[src/hw/rv_pkg.sv]
`default_nettype none

package rv_pkg;

    localparam int XLEN       = 32;
    localparam int REG_ADDR_W = 5;

    localparam logic [6:0] OP_REG    = 7'b0110011;
    localparam logic [6:0] OP_IMM    = 7'b0010011;
    localparam logic [6:0] OP_LUI    = 7'b0110111;
    localparam logic [6:0] OP_LOAD   = 7'b0000011;
    localparam logic [6:0] OP_STORE  = 7'b0100011;
    localparam logic [6:0] OP_BRANCH = 7'b1100011;
    localparam logic [6:0] OP_JAL    = 7'b1101111;

    typedef enum logic [3:0] {
        ALU_ADD,
        ALU_SUB,
        ALU_AND,
        ALU_OR,
        ALU_XOR,
        ALU_SLT,
        ALU_PASS_B // LUI and the JAL link value.
    } alu_op_e;

    typedef enum logic [1:0] {
        FWD_REG,
        FWD_MEM,
        FWD_WB
    } fwd_sel_e;

    typedef struct packed {
        logic                  valid;
        logic [XLEN-1:0]       pc;
        logic [REG_ADDR_W-1:0] rs1;
        logic [REG_ADDR_W-1:0] rs2;
        logic [REG_ADDR_W-1:0] rd;
        logic [XLEN-1:0]       rs1_data;
        logic [XLEN-1:0]       rs2_data;
        logic [XLEN-1:0]       imm;
        alu_op_e               alu_op;
        logic                  b_imm;
        logic                  reg_write;
        logic                  mem_read;
        logic                  mem_write;
        logic                  is_branch;
        logic                  bne;
    } id_ex_t;

    typedef struct packed {
        logic                  valid;
        logic [XLEN-1:0]       alu_res;
        logic [XLEN-1:0]       store_data;
        logic [REG_ADDR_W-1:0] rd;
        logic                  reg_write;
        logic                  mem_read;
        logic                  mem_write;
    } ex_mem_t;

endpackage

`default_nettype wire

[src/hw/rv_ctrl_if.sv]
`timescale 1ns/1ps
`default_nettype none

interface rv_ctrl_if;

    // Hazard sources, gathered from the stages.
    logic [rv_pkg::REG_ADDR_W-1:0] rs1_id;
    logic [rv_pkg::REG_ADDR_W-1:0] rs2_id;
    logic                          jal_id;
    logic [rv_pkg::REG_ADDR_W-1:0] rd_ex;
    logic                          mem_read_ex;
    logic                          branch_taken_ex;
    logic [rv_pkg::REG_ADDR_W-1:0] rs1_ex;
    logic [rv_pkg::REG_ADDR_W-1:0] rs2_ex;
    logic [rv_pkg::REG_ADDR_W-1:0] rd_mem;
    logic                          reg_write_mem;
    logic [rv_pkg::REG_ADDR_W-1:0] rd_wb;
    logic                          reg_write_wb;

    logic             stall_if;
    logic             stall_id;
    logic             flush_id;
    logic             flush_ex;
    logic             freeze; // The memory system is busy.
    rv_pkg::fwd_sel_e fwd_a;
    rv_pkg::fwd_sel_e fwd_b;

    modport ctrl (
        input  rs1_id, rs2_id, jal_id, rd_ex, mem_read_ex, branch_taken_ex, rs1_ex, rs2_ex,
        input  rd_mem, reg_write_mem, rd_wb, reg_write_wb,
        output stall_if, stall_id, flush_id, flush_ex, freeze, fwd_a, fwd_b
    );
    modport fetch (input stall_if, flush_id, freeze);
    modport decode (output rs1_id, rs2_id, jal_id, input stall_id, flush_id, flush_ex, freeze);
    modport execute (
        output rd_ex, mem_read_ex, branch_taken_ex, rs1_ex, rs2_ex,
        input  fwd_a, fwd_b, freeze
    );
    modport memwb (output rd_mem, reg_write_mem, rd_wb, reg_write_wb, input freeze);

endinterface

`default_nettype wire

[src/hw/rv_fetch.sv]
`timescale 1ns/1ps
`default_nettype none

module rv_fetch #(
    parameter logic [rv_pkg::XLEN-1:0] RESET_PC = '0
) (
    input  logic                    cpu_clk_i,
    input  logic                    rst_n_i,
    rv_ctrl_if.fetch                ctrl,
    input  logic                    branch_taken_i,
    input  logic                    jal_i,
    input  logic [rv_pkg::XLEN-1:0] branch_target_i,
    input  logic [rv_pkg::XLEN-1:0] jal_target_i,
    input  logic [rv_pkg::XLEN-1:0] inst_i,
    output logic [rv_pkg::XLEN-1:0] pc_o,
    output logic [rv_pkg::XLEN-1:0] if_id_pc_o,
    output logic [rv_pkg::XLEN-1:0] if_id_inst_o,
    output logic                    if_id_valid_o
);

    logic [rv_pkg::XLEN-1:0] next_pc;

    // An older taken branch overrides a JAL sitting in decode.
    assign next_pc = branch_taken_i ? branch_target_i :
                     jal_i          ? jal_target_i    : pc_o + 32'd4;

    always_ff @(posedge cpu_clk_i or negedge rst_n_i) begin
        if (!rst_n_i) begin
            pc_o          <= RESET_PC;
            if_id_valid_o <= 1'b0;
        end else if (!ctrl.freeze) begin
            if (!ctrl.stall_if) pc_o <= next_pc;
            if (ctrl.flush_id)
                if_id_valid_o <= 1'b0; // Drop the wrong-path fetch.
            else if (!ctrl.stall_if)
                if_id_valid_o <= 1'b1;
        end
    end

    always_ff @(posedge cpu_clk_i) begin
        if (!ctrl.stall_if) begin
            if_id_pc_o   <= pc_o;
            if_id_inst_o <= inst_i;
        end
    end

endmodule

`default_nettype wire

[src/hw/rv_decode.sv]
`timescale 1ns/1ps
`default_nettype none

module rv_decode (
    input  logic                          cpu_clk_i,
    input  logic                          rst_n_i,
    rv_ctrl_if.decode                     ctrl,
    input  logic [rv_pkg::XLEN-1:0]       if_id_pc_i,
    input  logic [rv_pkg::XLEN-1:0]       if_id_inst_i,
    input  logic                          if_id_valid_i,
    input  logic                          wb_we_i,
    input  logic [rv_pkg::REG_ADDR_W-1:0] wb_rd_i,
    input  logic [rv_pkg::XLEN-1:0]       wb_data_i,
    output logic                          jal_o,
    output logic [rv_pkg::XLEN-1:0]       jal_target_o,
    output rv_pkg::id_ex_t                id_ex_o
);

    logic [rv_pkg::XLEN-1:0]       regs [1:31];
    logic [rv_pkg::XLEN-1:0]       inst;
    logic [rv_pkg::XLEN-1:0]       imm_i, imm_s, imm_b, imm_u, imm_j;
    logic [rv_pkg::REG_ADDR_W-1:0] rs1, rs2;
    rv_pkg::id_ex_t                id_d;

    assign inst  = if_id_inst_i;
    assign rs1   = inst[19:15];
    assign rs2   = inst[24:20];
    assign imm_i = {{20{inst[31]}}, inst[31:20]};
    assign imm_s = {{20{inst[31]}}, inst[31:25], inst[11:7]};
    assign imm_b = {{19{inst[31]}}, inst[31], inst[7], inst[30:25], inst[11:8], 1'b0};
    assign imm_u = {inst[31:12], 12'b0};
    assign imm_j = {{11{inst[31]}}, inst[31], inst[19:12], inst[20], inst[30:21], 1'b0};

    // Unused source fields are left at zero so they never raise a hazard.
    always_comb begin
        id_d        = '0;
        id_d.valid  = if_id_valid_i;
        id_d.pc     = if_id_pc_i;
        id_d.rd     = inst[11:7];
        id_d.alu_op = rv_pkg::ALU_ADD;
        case (inst[6:0])
            rv_pkg::OP_REG: begin
                id_d.rs1       = rs1;
                id_d.rs2       = rs2;
                id_d.reg_write = 1'b1;
                case (inst[14:12])
                    3'b000:  id_d.alu_op = inst[30] ? rv_pkg::ALU_SUB : rv_pkg::ALU_ADD;
                    3'b010:  id_d.alu_op = rv_pkg::ALU_SLT;
                    3'b100:  id_d.alu_op = rv_pkg::ALU_XOR;
                    3'b110:  id_d.alu_op = rv_pkg::ALU_OR;
                    default: id_d.alu_op = rv_pkg::ALU_AND;
                endcase
            end
            rv_pkg::OP_IMM, rv_pkg::OP_LOAD: begin
                id_d.rs1       = rs1;
                id_d.imm       = imm_i;
                id_d.b_imm     = 1'b1;
                id_d.reg_write = 1'b1;
                id_d.mem_read  = (inst[6:0] == rv_pkg::OP_LOAD);
            end
            rv_pkg::OP_LUI: begin
                id_d.imm       = imm_u;
                id_d.b_imm     = 1'b1;
                id_d.alu_op    = rv_pkg::ALU_PASS_B;
                id_d.reg_write = 1'b1;
            end
            rv_pkg::OP_STORE: begin
                id_d.rs1       = rs1;
                id_d.rs2       = rs2;
                id_d.imm       = imm_s;
                id_d.b_imm     = 1'b1;
                id_d.mem_write = 1'b1;
            end
            rv_pkg::OP_BRANCH: begin
                id_d.rs1       = rs1;
                id_d.rs2       = rs2;
                id_d.imm       = imm_b;
                id_d.is_branch = 1'b1;
                id_d.bne       = inst[12];
            end
            rv_pkg::OP_JAL: begin
                id_d.imm       = if_id_pc_i + 32'd4; // Link value goes through the ALU.
                id_d.b_imm     = 1'b1;
                id_d.alu_op    = rv_pkg::ALU_PASS_B;
                id_d.reg_write = 1'b1;
            end
            default: ;
        endcase
        // Write-through, so a result retiring this cycle is seen here.
        if (wb_we_i && wb_rd_i == id_d.rs1 && id_d.rs1 != '0) id_d.rs1_data = wb_data_i;
        else if (id_d.rs1 != '0) id_d.rs1_data = regs[id_d.rs1];
        if (wb_we_i && wb_rd_i == id_d.rs2 && id_d.rs2 != '0) id_d.rs2_data = wb_data_i;
        else if (id_d.rs2 != '0) id_d.rs2_data = regs[id_d.rs2];
    end

    assign ctrl.rs1_id  = if_id_valid_i ? id_d.rs1 : '0;
    assign ctrl.rs2_id  = if_id_valid_i ? id_d.rs2 : '0;
    assign ctrl.jal_id  = if_id_valid_i && inst[6:0] == rv_pkg::OP_JAL;
    assign jal_o        = ctrl.jal_id && ctrl.flush_id && !ctrl.flush_ex;
    assign jal_target_o = if_id_pc_i + imm_j;

    always_ff @(posedge cpu_clk_i) begin
        if (wb_we_i && !ctrl.freeze && wb_rd_i != '0) regs[wb_rd_i] <= wb_data_i;
    end

    always_ff @(posedge cpu_clk_i or negedge rst_n_i) begin
        if (!rst_n_i) begin
            id_ex_o <= '0;
        end else if (!ctrl.freeze) begin
            if (ctrl.flush_ex || ctrl.stall_id) id_ex_o <= '0; // Bubble.
            else id_ex_o <= id_d;
        end
    end

endmodule

`default_nettype wire

[src/hw/rv_execute.sv]
`timescale 1ns/1ps
`default_nettype none

module rv_execute (
    input  logic                    cpu_clk_i,
    input  logic                    rst_n_i,
    rv_ctrl_if.execute              ctrl,
    input  rv_pkg::id_ex_t          id_ex_i,
    input  logic [rv_pkg::XLEN-1:0] alu_mem_i,
    input  logic [rv_pkg::XLEN-1:0] result_wb_i,
    output logic                    branch_taken_o,
    output logic [rv_pkg::XLEN-1:0] branch_target_o,
    output rv_pkg::ex_mem_t         ex_mem_o
);

    logic [rv_pkg::XLEN-1:0] op_a, op_b_reg, op_b, alu_res;

    always_comb begin
        case (ctrl.fwd_a)
            rv_pkg::FWD_MEM: op_a = alu_mem_i;
            rv_pkg::FWD_WB:  op_a = result_wb_i;
            default:         op_a = id_ex_i.rs1_data;
        endcase
        case (ctrl.fwd_b)
            rv_pkg::FWD_MEM: op_b_reg = alu_mem_i;
            rv_pkg::FWD_WB:  op_b_reg = result_wb_i;
            default:         op_b_reg = id_ex_i.rs2_data;
        endcase
    end

    assign op_b = id_ex_i.b_imm ? id_ex_i.imm : op_b_reg;

    always_comb begin
        case (id_ex_i.alu_op)
            rv_pkg::ALU_ADD:    alu_res = op_a + op_b;
            rv_pkg::ALU_SUB:    alu_res = op_a - op_b;
            rv_pkg::ALU_AND:    alu_res = op_a & op_b;
            rv_pkg::ALU_OR:     alu_res = op_a | op_b;
            rv_pkg::ALU_XOR:    alu_res = op_a ^ op_b;
            rv_pkg::ALU_SLT:    alu_res = {31'b0, $signed(op_a) < $signed(op_b)};
            rv_pkg::ALU_PASS_B: alu_res = op_b;
            default:            alu_res = '0;
        endcase
    end

    // BNE inverts the equality test.
    assign branch_taken_o  = id_ex_i.valid && id_ex_i.is_branch &&
                             ((op_a == op_b_reg) ^ id_ex_i.bne);
    assign branch_target_o = id_ex_i.pc + id_ex_i.imm;

    assign ctrl.rd_ex           = id_ex_i.rd;
    assign ctrl.mem_read_ex     = id_ex_i.valid && id_ex_i.mem_read;
    assign ctrl.branch_taken_ex = branch_taken_o;
    assign ctrl.rs1_ex          = id_ex_i.rs1;
    assign ctrl.rs2_ex          = id_ex_i.rs2;

    always_ff @(posedge cpu_clk_i or negedge rst_n_i) begin
        if (!rst_n_i) begin
            ex_mem_o <= '0;
        end else if (!ctrl.freeze) begin
            ex_mem_o.valid      <= id_ex_i.valid;
            ex_mem_o.alu_res    <= alu_res;
            ex_mem_o.store_data <= op_b_reg; // Forwarded, not the stale register read.
            ex_mem_o.rd         <= id_ex_i.rd;
            ex_mem_o.reg_write  <= id_ex_i.reg_write;
            ex_mem_o.mem_read   <= id_ex_i.mem_read;
            ex_mem_o.mem_write  <= id_ex_i.mem_write;
        end
    end

endmodule

`default_nettype wire

[src/hw/rv_memwb.sv]
`timescale 1ns/1ps
`default_nettype none

module rv_memwb (
    input  logic                          cpu_clk_i,
    input  logic                          rst_n_i,
    rv_ctrl_if.memwb                      ctrl,
    input  rv_pkg::ex_mem_t               ex_mem_i,
    output logic [rv_pkg::XLEN-1:0]       dmem_addr_o,
    output logic [rv_pkg::XLEN-1:0]       dmem_wdata_o,
    output logic                          dmem_we_o,
    input  logic [rv_pkg::XLEN-1:0]       dmem_rdata_i,
    output logic [rv_pkg::XLEN-1:0]       alu_mem_o,
    output logic                          wb_we_o,
    output logic [rv_pkg::REG_ADDR_W-1:0] wb_rd_o,
    output logic [rv_pkg::XLEN-1:0]       wb_data_o
);

    logic wb_valid_q;
    logic wb_reg_write_q;

    assign dmem_addr_o  = ex_mem_i.alu_res;
    assign dmem_wdata_o = ex_mem_i.store_data;
    assign dmem_we_o    = ex_mem_i.valid && ex_mem_i.mem_write;
    assign alu_mem_o    = ex_mem_i.alu_res;

    always_ff @(posedge cpu_clk_i or negedge rst_n_i) begin
        if (!rst_n_i) begin
            wb_valid_q     <= 1'b0;
            wb_reg_write_q <= 1'b0;
        end else if (!ctrl.freeze) begin
            wb_valid_q     <= ex_mem_i.valid;
            wb_reg_write_q <= ex_mem_i.reg_write;
        end
    end

    always_ff @(posedge cpu_clk_i) begin
        if (!ctrl.freeze) begin
            wb_rd_o   <= ex_mem_i.rd;
            wb_data_o <= ex_mem_i.mem_read ? dmem_rdata_i : ex_mem_i.alu_res;
        end
    end

    assign wb_we_o = wb_valid_q && wb_reg_write_q;

    assign ctrl.rd_mem        = ex_mem_i.rd;
    assign ctrl.reg_write_mem = ex_mem_i.valid && ex_mem_i.reg_write;
    assign ctrl.rd_wb         = wb_rd_o;
    assign ctrl.reg_write_wb  = wb_we_o;

endmodule

`default_nettype wire

[src/hw/rv_hazard_ctrl.sv]
`timescale 1ns/1ps
`default_nettype none

module rv_hazard_ctrl (
    rv_ctrl_if.ctrl ctrl,
    input logic     mem_stall_i
);

    logic load_use;

    // A load in execute whose result the instruction in decode needs.
    assign load_use = ctrl.mem_read_ex && ctrl.rd_ex != '0 &&
                      (ctrl.rd_ex == ctrl.rs1_id || ctrl.rd_ex == ctrl.rs2_id);

    assign ctrl.freeze   = mem_stall_i;
    assign ctrl.stall_if = load_use || mem_stall_i;
    assign ctrl.stall_id = load_use || mem_stall_i;

    // The taken branch is older than the JAL, so it also clears the JAL.
    assign ctrl.flush_ex = !mem_stall_i && ctrl.branch_taken_ex;
    assign ctrl.flush_id = !mem_stall_i && (ctrl.branch_taken_ex || ctrl.jal_id);

    // The newer result in memory wins over the one in write-back.
    always_comb begin
        ctrl.fwd_a = rv_pkg::FWD_REG;
        if (ctrl.reg_write_mem && ctrl.rd_mem != '0 && ctrl.rd_mem == ctrl.rs1_ex)
            ctrl.fwd_a = rv_pkg::FWD_MEM;
        else if (ctrl.reg_write_wb && ctrl.rd_wb != '0 && ctrl.rd_wb == ctrl.rs1_ex)
            ctrl.fwd_a = rv_pkg::FWD_WB;

        ctrl.fwd_b = rv_pkg::FWD_REG;
        if (ctrl.reg_write_mem && ctrl.rd_mem != '0 && ctrl.rd_mem == ctrl.rs2_ex)
            ctrl.fwd_b = rv_pkg::FWD_MEM;
        else if (ctrl.reg_write_wb && ctrl.rd_wb != '0 && ctrl.rd_wb == ctrl.rs2_ex)
            ctrl.fwd_b = rv_pkg::FWD_WB;
    end

endmodule

`default_nettype wire

[src/hw/rv_core.sv]
`timescale 1ns/1ps
`default_nettype none

module rv_core #(
    parameter logic [rv_pkg::XLEN-1:0] RESET_PC = '0
) (
    input  logic                    cpu_clk_i,
    input  logic                    rst_n_i,
    input  logic                    mem_stall_i,
    output logic [rv_pkg::XLEN-1:0] pc_o,
    input  logic [rv_pkg::XLEN-1:0] inst_i,
    output logic [rv_pkg::XLEN-1:0] dmem_addr_o,
    output logic [rv_pkg::XLEN-1:0] dmem_wdata_o,
    output logic                    dmem_we_o,
    input  logic [rv_pkg::XLEN-1:0] dmem_rdata_i
);

    rv_ctrl_if ctrl ();

    logic                          branch_taken, jal_id;
    logic [rv_pkg::XLEN-1:0]       branch_target, jal_target;
    logic [rv_pkg::XLEN-1:0]       if_id_pc, if_id_inst;
    logic                          if_id_valid;
    rv_pkg::id_ex_t                id_ex;
    rv_pkg::ex_mem_t               ex_mem;
    logic [rv_pkg::XLEN-1:0]       alu_mem, wb_data;
    logic                          wb_we;
    logic [rv_pkg::REG_ADDR_W-1:0] wb_rd;

    rv_fetch #(.RESET_PC(RESET_PC)) u_fetch (
        .cpu_clk_i, .rst_n_i, .ctrl(ctrl.fetch),
        .branch_taken_i(branch_taken), .jal_i(jal_id),
        .branch_target_i(branch_target), .jal_target_i(jal_target),
        .inst_i, .pc_o,
        .if_id_pc_o(if_id_pc), .if_id_inst_o(if_id_inst), .if_id_valid_o(if_id_valid)
    );

    rv_decode u_decode (
        .cpu_clk_i, .rst_n_i, .ctrl(ctrl.decode),
        .if_id_pc_i(if_id_pc), .if_id_inst_i(if_id_inst), .if_id_valid_i(if_id_valid),
        .wb_we_i(wb_we), .wb_rd_i(wb_rd), .wb_data_i(wb_data),
        .jal_o(jal_id), .jal_target_o(jal_target), .id_ex_o(id_ex)
    );

    rv_execute u_execute (
        .cpu_clk_i, .rst_n_i, .ctrl(ctrl.execute),
        .id_ex_i(id_ex), .alu_mem_i(alu_mem), .result_wb_i(wb_data),
        .branch_taken_o(branch_taken), .branch_target_o(branch_target), .ex_mem_o(ex_mem)
    );

    rv_memwb u_memwb (
        .cpu_clk_i, .rst_n_i, .ctrl(ctrl.memwb), .ex_mem_i(ex_mem),
        .dmem_addr_o, .dmem_wdata_o, .dmem_we_o, .dmem_rdata_i,
        .alu_mem_o(alu_mem), .wb_we_o(wb_we), .wb_rd_o(wb_rd), .wb_data_o(wb_data)
    );

    rv_hazard_ctrl u_hazard_ctrl (
        .ctrl(ctrl.ctrl),
        .mem_stall_i
    );

endmodule

`default_nettype wire

[config.mk]
export PLATFORM = sky130hd
export DESIGN_NAME = rv_core
export DESIGN_NICKNAME = d
export VERILOG_FILES = /design/src/hw/rv_pkg.sv /design/src/hw/rv_ctrl_if.sv /design/src/hw/rv_fetch.sv /design/src/hw/rv_decode.sv /design/src/hw/rv_execute.sv /design/src/hw/rv_memwb.sv /design/src/hw/rv_hazard_ctrl.sv /design/src/hw/rv_core.sv
export SDC_FILE = /design/constraint.sdc
export NUM_CORES = 2
export LEC_CHECK = 0
export BUFFER_PORTS_ARGS = -buffer_cell sky130_fd_sc_hd__buf_2
export CAP_MARGIN = 25
export CELL_PAD_IN_SITES_DETAIL_PLACEMENT = 1
export CELL_PAD_IN_SITES_GLOBAL_PLACEMENT = 2
export CORE_ASPECT_RATIO = 1.2
export CORE_MARGIN = 2
export CORE_UTILIZATION = 39
export DETAILED_ROUTE_END_ITERATION = 16
export GPL_ROUTABILITY_DRIVEN = 0
export PLACE_DENSITY_LB_ADDON = 0.05
export SYNTH_ARGS = -nofsm -noshare
export SYNTH_HDL_FRONTEND = slang
export SYNTH_SLANG_ARGS = --single-unit
[constraint.sdc]
create_clock -name cpu_clk_i -period 6.5 [get_ports cpu_clk_i]
set_clock_uncertainty 0.2 [all_clocks]
set_input_delay 0.325 -clock cpu_clk_i [delete_from_list [all_inputs] [get_ports cpu_clk_i]]
set_output_delay 0.325 -clock cpu_clk_i [all_outputs]
set_load 0.02 [all_outputs]
### Word-level counts from Yosys, hierarchy flattened

Memory sizes are Yosys's and may differ from the RTL's.
Index checks and enable logic that the tools add are counted.

| storage, ports and cells | value |
|---|---|
| register bits after elaboration | 363 |
| bits in writable memories | 992 |
| input bits | 67 |
| logic and storage cells | 153 |
| memories | 1 |

Memory list:

| memory | words | bits a word | rd ports | clocked after memory_dff | wr ports | line | text |
|---|---|---|---|---|---|---|---|
| u_decode.regs | 31 | 32 | 2 | 0 | 1 | rv_decode.sv:19 | `logic [rv_pkg::XLEN-1:0] regs [1:31];` |

| cells by class | value |
|---|---|
| $add $sub $neg | 6 |
| $lt $le $gt $ge | 1 |
| equal/unequal tests | 30 |
| mux-type cells | 33 |
| bitwise logic cells | 6 |
| reduce and logical (&&, ||, !) cells | 46 |

Operators by type and width:

| operator | count |
|---|---|
| $mux W32 | 8 |
| $pmux W32 S7 | 1 |
| $pmux W32 S5 | 1 |
| $mux W154 | 1 |
| $pmux W32 S2 | 2 |
| $add A32 B32 Y32 | 3 |
| $add A32 B3 Y32 const B | 2 |
| $eq A5 B5 Y1 | 8 |
| $and A32 B32 Y32 | 1 |
| $eq A32 B32 Y1 | 1 |
| $lt A32 B32 Y1 | 1 |
| $or A32 B32 Y32 | 1 |
| $sub A32 B32 Y32 | 1 |
| $xor A32 B32 Y32 | 1 |
| $logic_and A1 B1 Y1 | 25 |
| $reduce_bool A5 Y1 | 5 |
| $eq A7 B6 Y1 const B | 3 |
| $mux W5 | 4 |
| $pmux W4 S4 | 1 |
| $reduce_or A5 Y1 | 3 |
| $eq A7 B7 Y1 const B | 2 |
| $eq A4 B3 Y1 const B | 3 |
| $mux W2 | 5 |
| $mux W1 | 9 |
| 19 further kinds | 30 |

### Longest topological paths before layout

| depth | value |
|---|---|
| depth after elaboration | 16 |
| depth in mapped cells | 26 |
| depth with buffers taken out | 21 |

### Modules after synthesis

From an unflattened synthesis, not the netlist that was laid out.

| unflattened totals | value |
|---|---|
| cell total of the unflattened synthesis | 6,949 |
| area total of the unflattened synthesis | 73,827.1 um^2 |

Modules (own cells, without submodules):

| module | times used | cells each | area each (um^2) | seq. area each (um^2) |
|---|---|---|---|---|
| rv_decode | 1 | 4,838 | 55,652.1 | 33,617.2 |
| rv_execute | 1 | 1,516 | 10,979.3 | 1,826.8 |
| rv_fetch | 1 | 351 | 4,214.0 | 2,747.6 |
| rv_memwb | 1 | 188 | 2,553.7 | 1,161.1 |
| rv_hazard_ctrl | 1 | 56 | 427.9 | 0.0 |

### Least setup slack after synthesis

Ideal clock, no wire load.

| timing path | value |
|---|---|
| path type | reg2reg |
| from | register u_execute.ex_mem_o[4] (netlist bit) |
| to | register u_execute.ex_mem_o[66] (netlist bit) |
| library setup time | 0.134 ns |
| arrival time | 6.183 ns |
| required time | 6.166 ns |
| setup slack | -0.016 ns |
| stages on the path, launching flop included | 26 |
| period minus slack after synthesis | 6.516 ns |
| path through | dfrtp_1 > or4_1 > o211ai_1 > or3_1 > buf_2 > buf_1 > clkbuf_1 > clkbuf_1 > buf_1 > a21oi_1 > mux2i_1 > inv_1 > ha_1 > clkbuf_1 > o21bai_1 > a21oi_1 > o211ai_1 > a41oi_1 > o41a_1 > a2111o_1 > nand4bb_1 > a2111oi_0 > or2_2 > a221o_1 > a222oi_1 > o21ai_0 |

| on the way | value |
|---|---|
| cells in the longest elaborated chain, start to end | 9 |
| elaborated cells between the ends (all ways) | 21 |
| those cells by class | add/sub (2); eq/ne (6); mux (6); bitwise (3); reduce/logical (4) |

Ends and longest elaborated chain:

| what | line | text |
|---|---|---|
| start: declaration | rv_execute.sv:13 | `output rv_pkg::ex_mem_t ex_mem_o` |
| $reduce_bool A5 Y1 | rv_hazard_ctrl.sv:26, rv_hazard_ctrl.sv:32 |  |
| $logic_and A1 B1 Y1 | rv_hazard_ctrl.sv:26, rv_hazard_ctrl.sv:32 |  |
| $logic_and A1 B1 Y1 | rv_hazard_ctrl.sv:32 | `if (ctrl.reg_write_mem && ctrl.rd_mem != '0 && ctrl.rd_mem == ctrl.rs2_ex)` |
| $mux W2 | rv_hazard_ctrl.sv:32 |  |
| $eq A2 B2 Y1 or $eq A2 B1 Y1 (tied branches) | rv_execute.sv:24 | `case (ctrl.fwd_b)` |
| $pmux W32 S2 | rv_execute.sv:24 |  |
| $mux W32 | rv_execute.sv:31 | `assign op_b = id_ex_i.b_imm ? id_ex_i.imm : op_b_reg;` |
| $sub A32 B32 Y32, or another cell as far along | rv_execute.sv:36 | `rv_pkg::ALU_SUB: alu_res = op_a - op_b;` |
| $pmux W32 S7 * | rv_execute.sv:34 | `case (id_ex_i.alu_op)` |

Every way passes the cells marked *; elsewhere a longest branch is shown, timed or not.
A chain may end at the register's enable or synchronous reset.

### Worst setup path after layout

| timing path | value |
|---|---|
| from | register u_memwb.wb_rd_o (netlist bit u_memwb.ctrl.rd_wb[3]) |
| to | register u_execute.ex_mem_o[66] (netlist bit) |

| on the way | value |
|---|---|
| cells in the longest elaborated chain, start to end | 10 |
| elaborated cells between the ends (all ways) | 23 |
| those cells by class | add/sub (2); eq/ne (6); mux (8); bitwise (3); reduce/logical (4) |

Ends and longest elaborated chain:

| what | line | text |
|---|---|---|
| start: declaration | rv_memwb.sv:15 | `output logic [rv_pkg::REG_ADDR_W-1:0] wb_rd_o,` |
| start signal: assignment | rv_memwb.sv:39 | `wb_rd_o <= ex_mem_i.rd;` |
| $reduce_bool A5 Y1 | rv_hazard_ctrl.sv:28, rv_hazard_ctrl.sv:34 |  |
| $logic_and A1 B1 Y1 | rv_hazard_ctrl.sv:28, rv_hazard_ctrl.sv:34 |  |
| $logic_and A1 B1 Y1 | rv_hazard_ctrl.sv:34 | `else if (ctrl.reg_write_wb && ctrl.rd_wb != '0 && ctrl.rd_wb == ctrl.rs2_ex)` |
| $mux W2 | rv_hazard_ctrl.sv:34 |  |
| $mux W2 | rv_hazard_ctrl.sv:32 |  |
| $eq A2 B2 Y1 or $eq A2 B1 Y1 (tied branches) | rv_execute.sv:24 |  |
| $pmux W32 S2 | rv_execute.sv:24 |  |
| $mux W32 | rv_execute.sv:31 |  |
| $sub A32 B32 Y32, or another cell as far along | rv_execute.sv:36 |  |
| $pmux W32 S7 * | rv_execute.sv:34 |  |

Marks and branches as above.

==> reports/qor.yml <==
logic_synthesis:
  syn_area_per_cell_um2: 10.9
  synth.net_count: 7030
  synth_area_um2: 74400
  synth.most_common_cell: "edfxtp_1"
  synth-edff-count: 1093
  synth_ff_type: "edfxtp_1"
  synth_cell_types: 94
  yosys_warnings: 0
  ys_top_cells_by_area: "edfxtp_1, dfrtp_1, mux2i_1, nand2_1, a221oi_1"
  synth_common_cells: "edfxtp_1, nand2_1, a21oi_1"
  yosysTopAreaCell: "edfxtp_1"
  yosysSeqAreaShare: 0.529
  async_reset_ff_frac: 0.193
  yosysTopAreaCellShare: 0.441
  ys_ff_latch: 1354
  syn_inst: 6795
status:
  status: "finished, violations left"
  violations: "negative hold slack"
setup_path:
  worstPathRequired_ns: 7.00
  cp-start-kind: "register"
  critPathCaptureType: "register"
  crit_type: "reg -> reg"
  cp_max_fo: 9
  cp.arrival_ns: 6.70
clock_network:
  clock_latency_ns: 0.83
  numCtsBuffers: 152
  htreeDepth: 4
  cts_tree: "done"
  clk_path_buf_depth: 3
  root_buffer: "clkbuf_16"
  cts.sinks: 1354
  path_clk_slew_ns: 0.06
floorplan:
  die-area_um2: 194000
  ios: 164
  core_area_um2: 189000
  placementRows: 175
  die_w_um: 403
  die_y_um: 482
  initial_core_util: 0.393
layout:
  syn_to_final_growth_pct: 14.2
  fin_nets: 7138
  drive_gt1_frac: 0.134
sta:
  slew_headroom: 0.272
  fin_crit_ns: 6.20
  worst_pin_slew_ns: 1.09
  finalMaxSlewViolations: 0
  fin_crit_sh: 0.954
  final.setup.tns_ns: 0
  fmax_mhz: 161
  rsz0062_at_grt: "false"
  whs_ns: -0.0167
  hold_viol: 3
  setup_viol: 0
flow_run:
  maxCapViolCount: 0
global_route:
  grt_max_degree: 128
  grt_pass1_wl_um: 469000
  antenna_found_initial: 11
  track_usage: 0.335
  grt-ovfl-total: 0
  grt_pass1_vias: 62500
power_and_ir_drop:
  p_comb_frac: 0.109
  peakVddDrop_v: 0.000247
  internal-power_mw: 15.5
  switching_share: 0.267
  p_leak_nw: 31.4
  pwr-share-clk: 0.421
  p_per_area_nw_per_um2: 249
  p_seq_frac: 0.471
  power_switching_mw: 5.64
place:
  io_buffer_count: 163
  dp_hpwl_um: 219000
route:
  totalWireLength_um: 332000
  wire_per_inst_um: 34.9
  vias: 60900
  first_iter_violations: 5516
  firstDrtPassIters: 6
  drc: 0
  ant_nets: 0
  viasPerCell: 6.40
min_path:
  hold_class: "in -> async"
-- final cells by class --
type,instances,area [um^2]
Clock buffer,198,4180
Inverter,134,507
Antenna cell,2,5.00
Tap cell,2478,3100
Clock inverter,81,828
Fill cell,20100,104000
Multi-Input combinational cell,4712,32500
Sequential cell,1354,39400
Timing Repair Buffer,549,4460
-- flip-flops by register name (all words and copies together) (netlist names) --
signal and flops:
u_fetch.if_id_valid_o 1, u_memwb.ctrl.rd_wb 5, u_memwb.wb_reg_write_q 1, u_execute.ex_mem_o 73
u_memwb.wb_data_o 32, u_fetch.pc_o 32, u_memwb.wb_valid_q 1, u_decode.id_ex_o 153
u_decode.regs 992, u_fetch.if_id_inst_o 32, u_fetch.if_id_pc_o 32
-- worst max-delay path, cell delays in order, from the launching register on --
cell,delay (ns)
edfxtp_1,0.37
or3_1,0.43
o311a_4,0.37
nand2_8,0.14
mux2i_4,0.26
a21oi_1,0.13
mux2i_1,0.18
inv_1,0.09
ha_1,0.25
fa_1,0.47
o21bai_1,0.15
a21oi_1,0.13
o211ai_1,0.20
buf_4,0.17
a41oi_4,0.16
o41a_1,0.46
a2111o_1,0.48
nand4bb_1,0.18
a2111oi_1,0.13
or2_2,0.35
a221o_1,0.35
a222oi_1,0.32
o21ai_0,0.12
-- layer usage --
layer	GRT usage	part of all wire	vias up
met1	0.419	0.40	31700
met4	0.157	0.053	6
li1	-	-	26200
met5	0	0.00010	-
met2	0.569	0.48	2272
met3	0.0507	0.060	632
-- placed cells by master, fill, tap and decap left out, drive strengths merged, types with 52 or more instances in the layout --
cell type    synthesis  routed
buf                163     460
a221oi             312     312
nor3                78      78
dfrtp              261     261
ha                 164     164
mux2i              470     470
o221ai              68      68
o2111ai             63      63
a21o                52      52
clkinv               0      61
nand3               70      70
dlygate4sd3          0      88
a31oi               61      61
nor2               414     414
inv                134     140
xnor2              135     135
a311oi              58      58
o21ai              439     439
mux2                99      99
clkbuf             433     199
a21oi              519     519
nor2b               82      82
edfxtp            1093    1093
xor2                54      54
a211oi             171     171
nand2              796     796
-- cell families (layout without fill, tap and decap cells) --
group	Yosys count	after routing	share of synthesized area
AO/OA/AOI/OAI	2120	2120	0.194
AND/OR/NAND/NOR	1631	1632	0.0961
flip-flops	1354	1354	0.529
buffers and inverters	730	962	0.0416
multiplexers	603	603	0.0886
XOR/XNOR	189	189	0.0223
adder cells (fa/ha/maj)	168	168	0.0287
other	0	2	0
-- worst paths after layout --
kind                                        from                  endpoint  slack, ns  depth (start not counted)
max                        u_memwb.ctrl.rd_wb[3]    u_execute.ex_mem_o[66]       0.30                         22
min                                      rst_n_i          u_fetch.pc_o[17]      -0.02                          3
max reg2reg                u_memwb.ctrl.rd_wb[3]    u_execute.ex_mem_o[66]       0.30                         22
min reg2reg                      u_fetch.pc_o[0]     u_fetch.if_id_pc_o[0]       0.28                          0
max in group asynchronous                rst_n_i    u_execute.ex_mem_o[62]       5.27                          3
min in group cpu_clk_i                inst_i[15]  u_fetch.if_id_inst_o[15]       0.05                          2
-- metrics by stage --
| step | total power [mW] | cells | cell area [um^2] | util | setup slack [ns] |
|---|---|---|---|---|---|
| 6_report | 21.1 | 9508 | 85000 | 0.449 | 0.302 |
| 4_1_cts | 21.2 | 9495 | 84800 | 0.447 | 0.0698 |
| 3_3_place_gp | 12.3 | 9119 | 78600 | 0.415 | 0.127 |
| 5_1_grt | 21.7 | 9507 | 85000 | 0.449 | 0.0405 |
| 2_1_floorplan | 11.4 | 6795 | 74400 | - | 0.0583 |
| 3_5_place_dp | 12.3 | 9127 | 78800 | 0.416 | 0.0862 |
-- what timing repair did --
action / CTS / global route
resized for setup: 0 / 11
hold buffers: 89 / 0
endpoints found under the setup margin: 0 / 8
setup buffers: 0 / 8
endpoints found under the hold margin: 170 / 0
-- power by group through the flow --
stage / combinational, mW / sequential, mW / clock, mW
6_report: 2.30 / 9.94 / 8.88
2_1_floorplan: 1.27 / 10.1 / 0
3_5_place_dp: 2.21 / 10.1 / 0
5_1_grt: 2.46 / 9.95 / 9.29
3_3_place_gp: 2.18 / 10.1 / 0
4_1_cts: 2.26 / 9.94 / 8.99
Power figures use the tool's default switching activity.
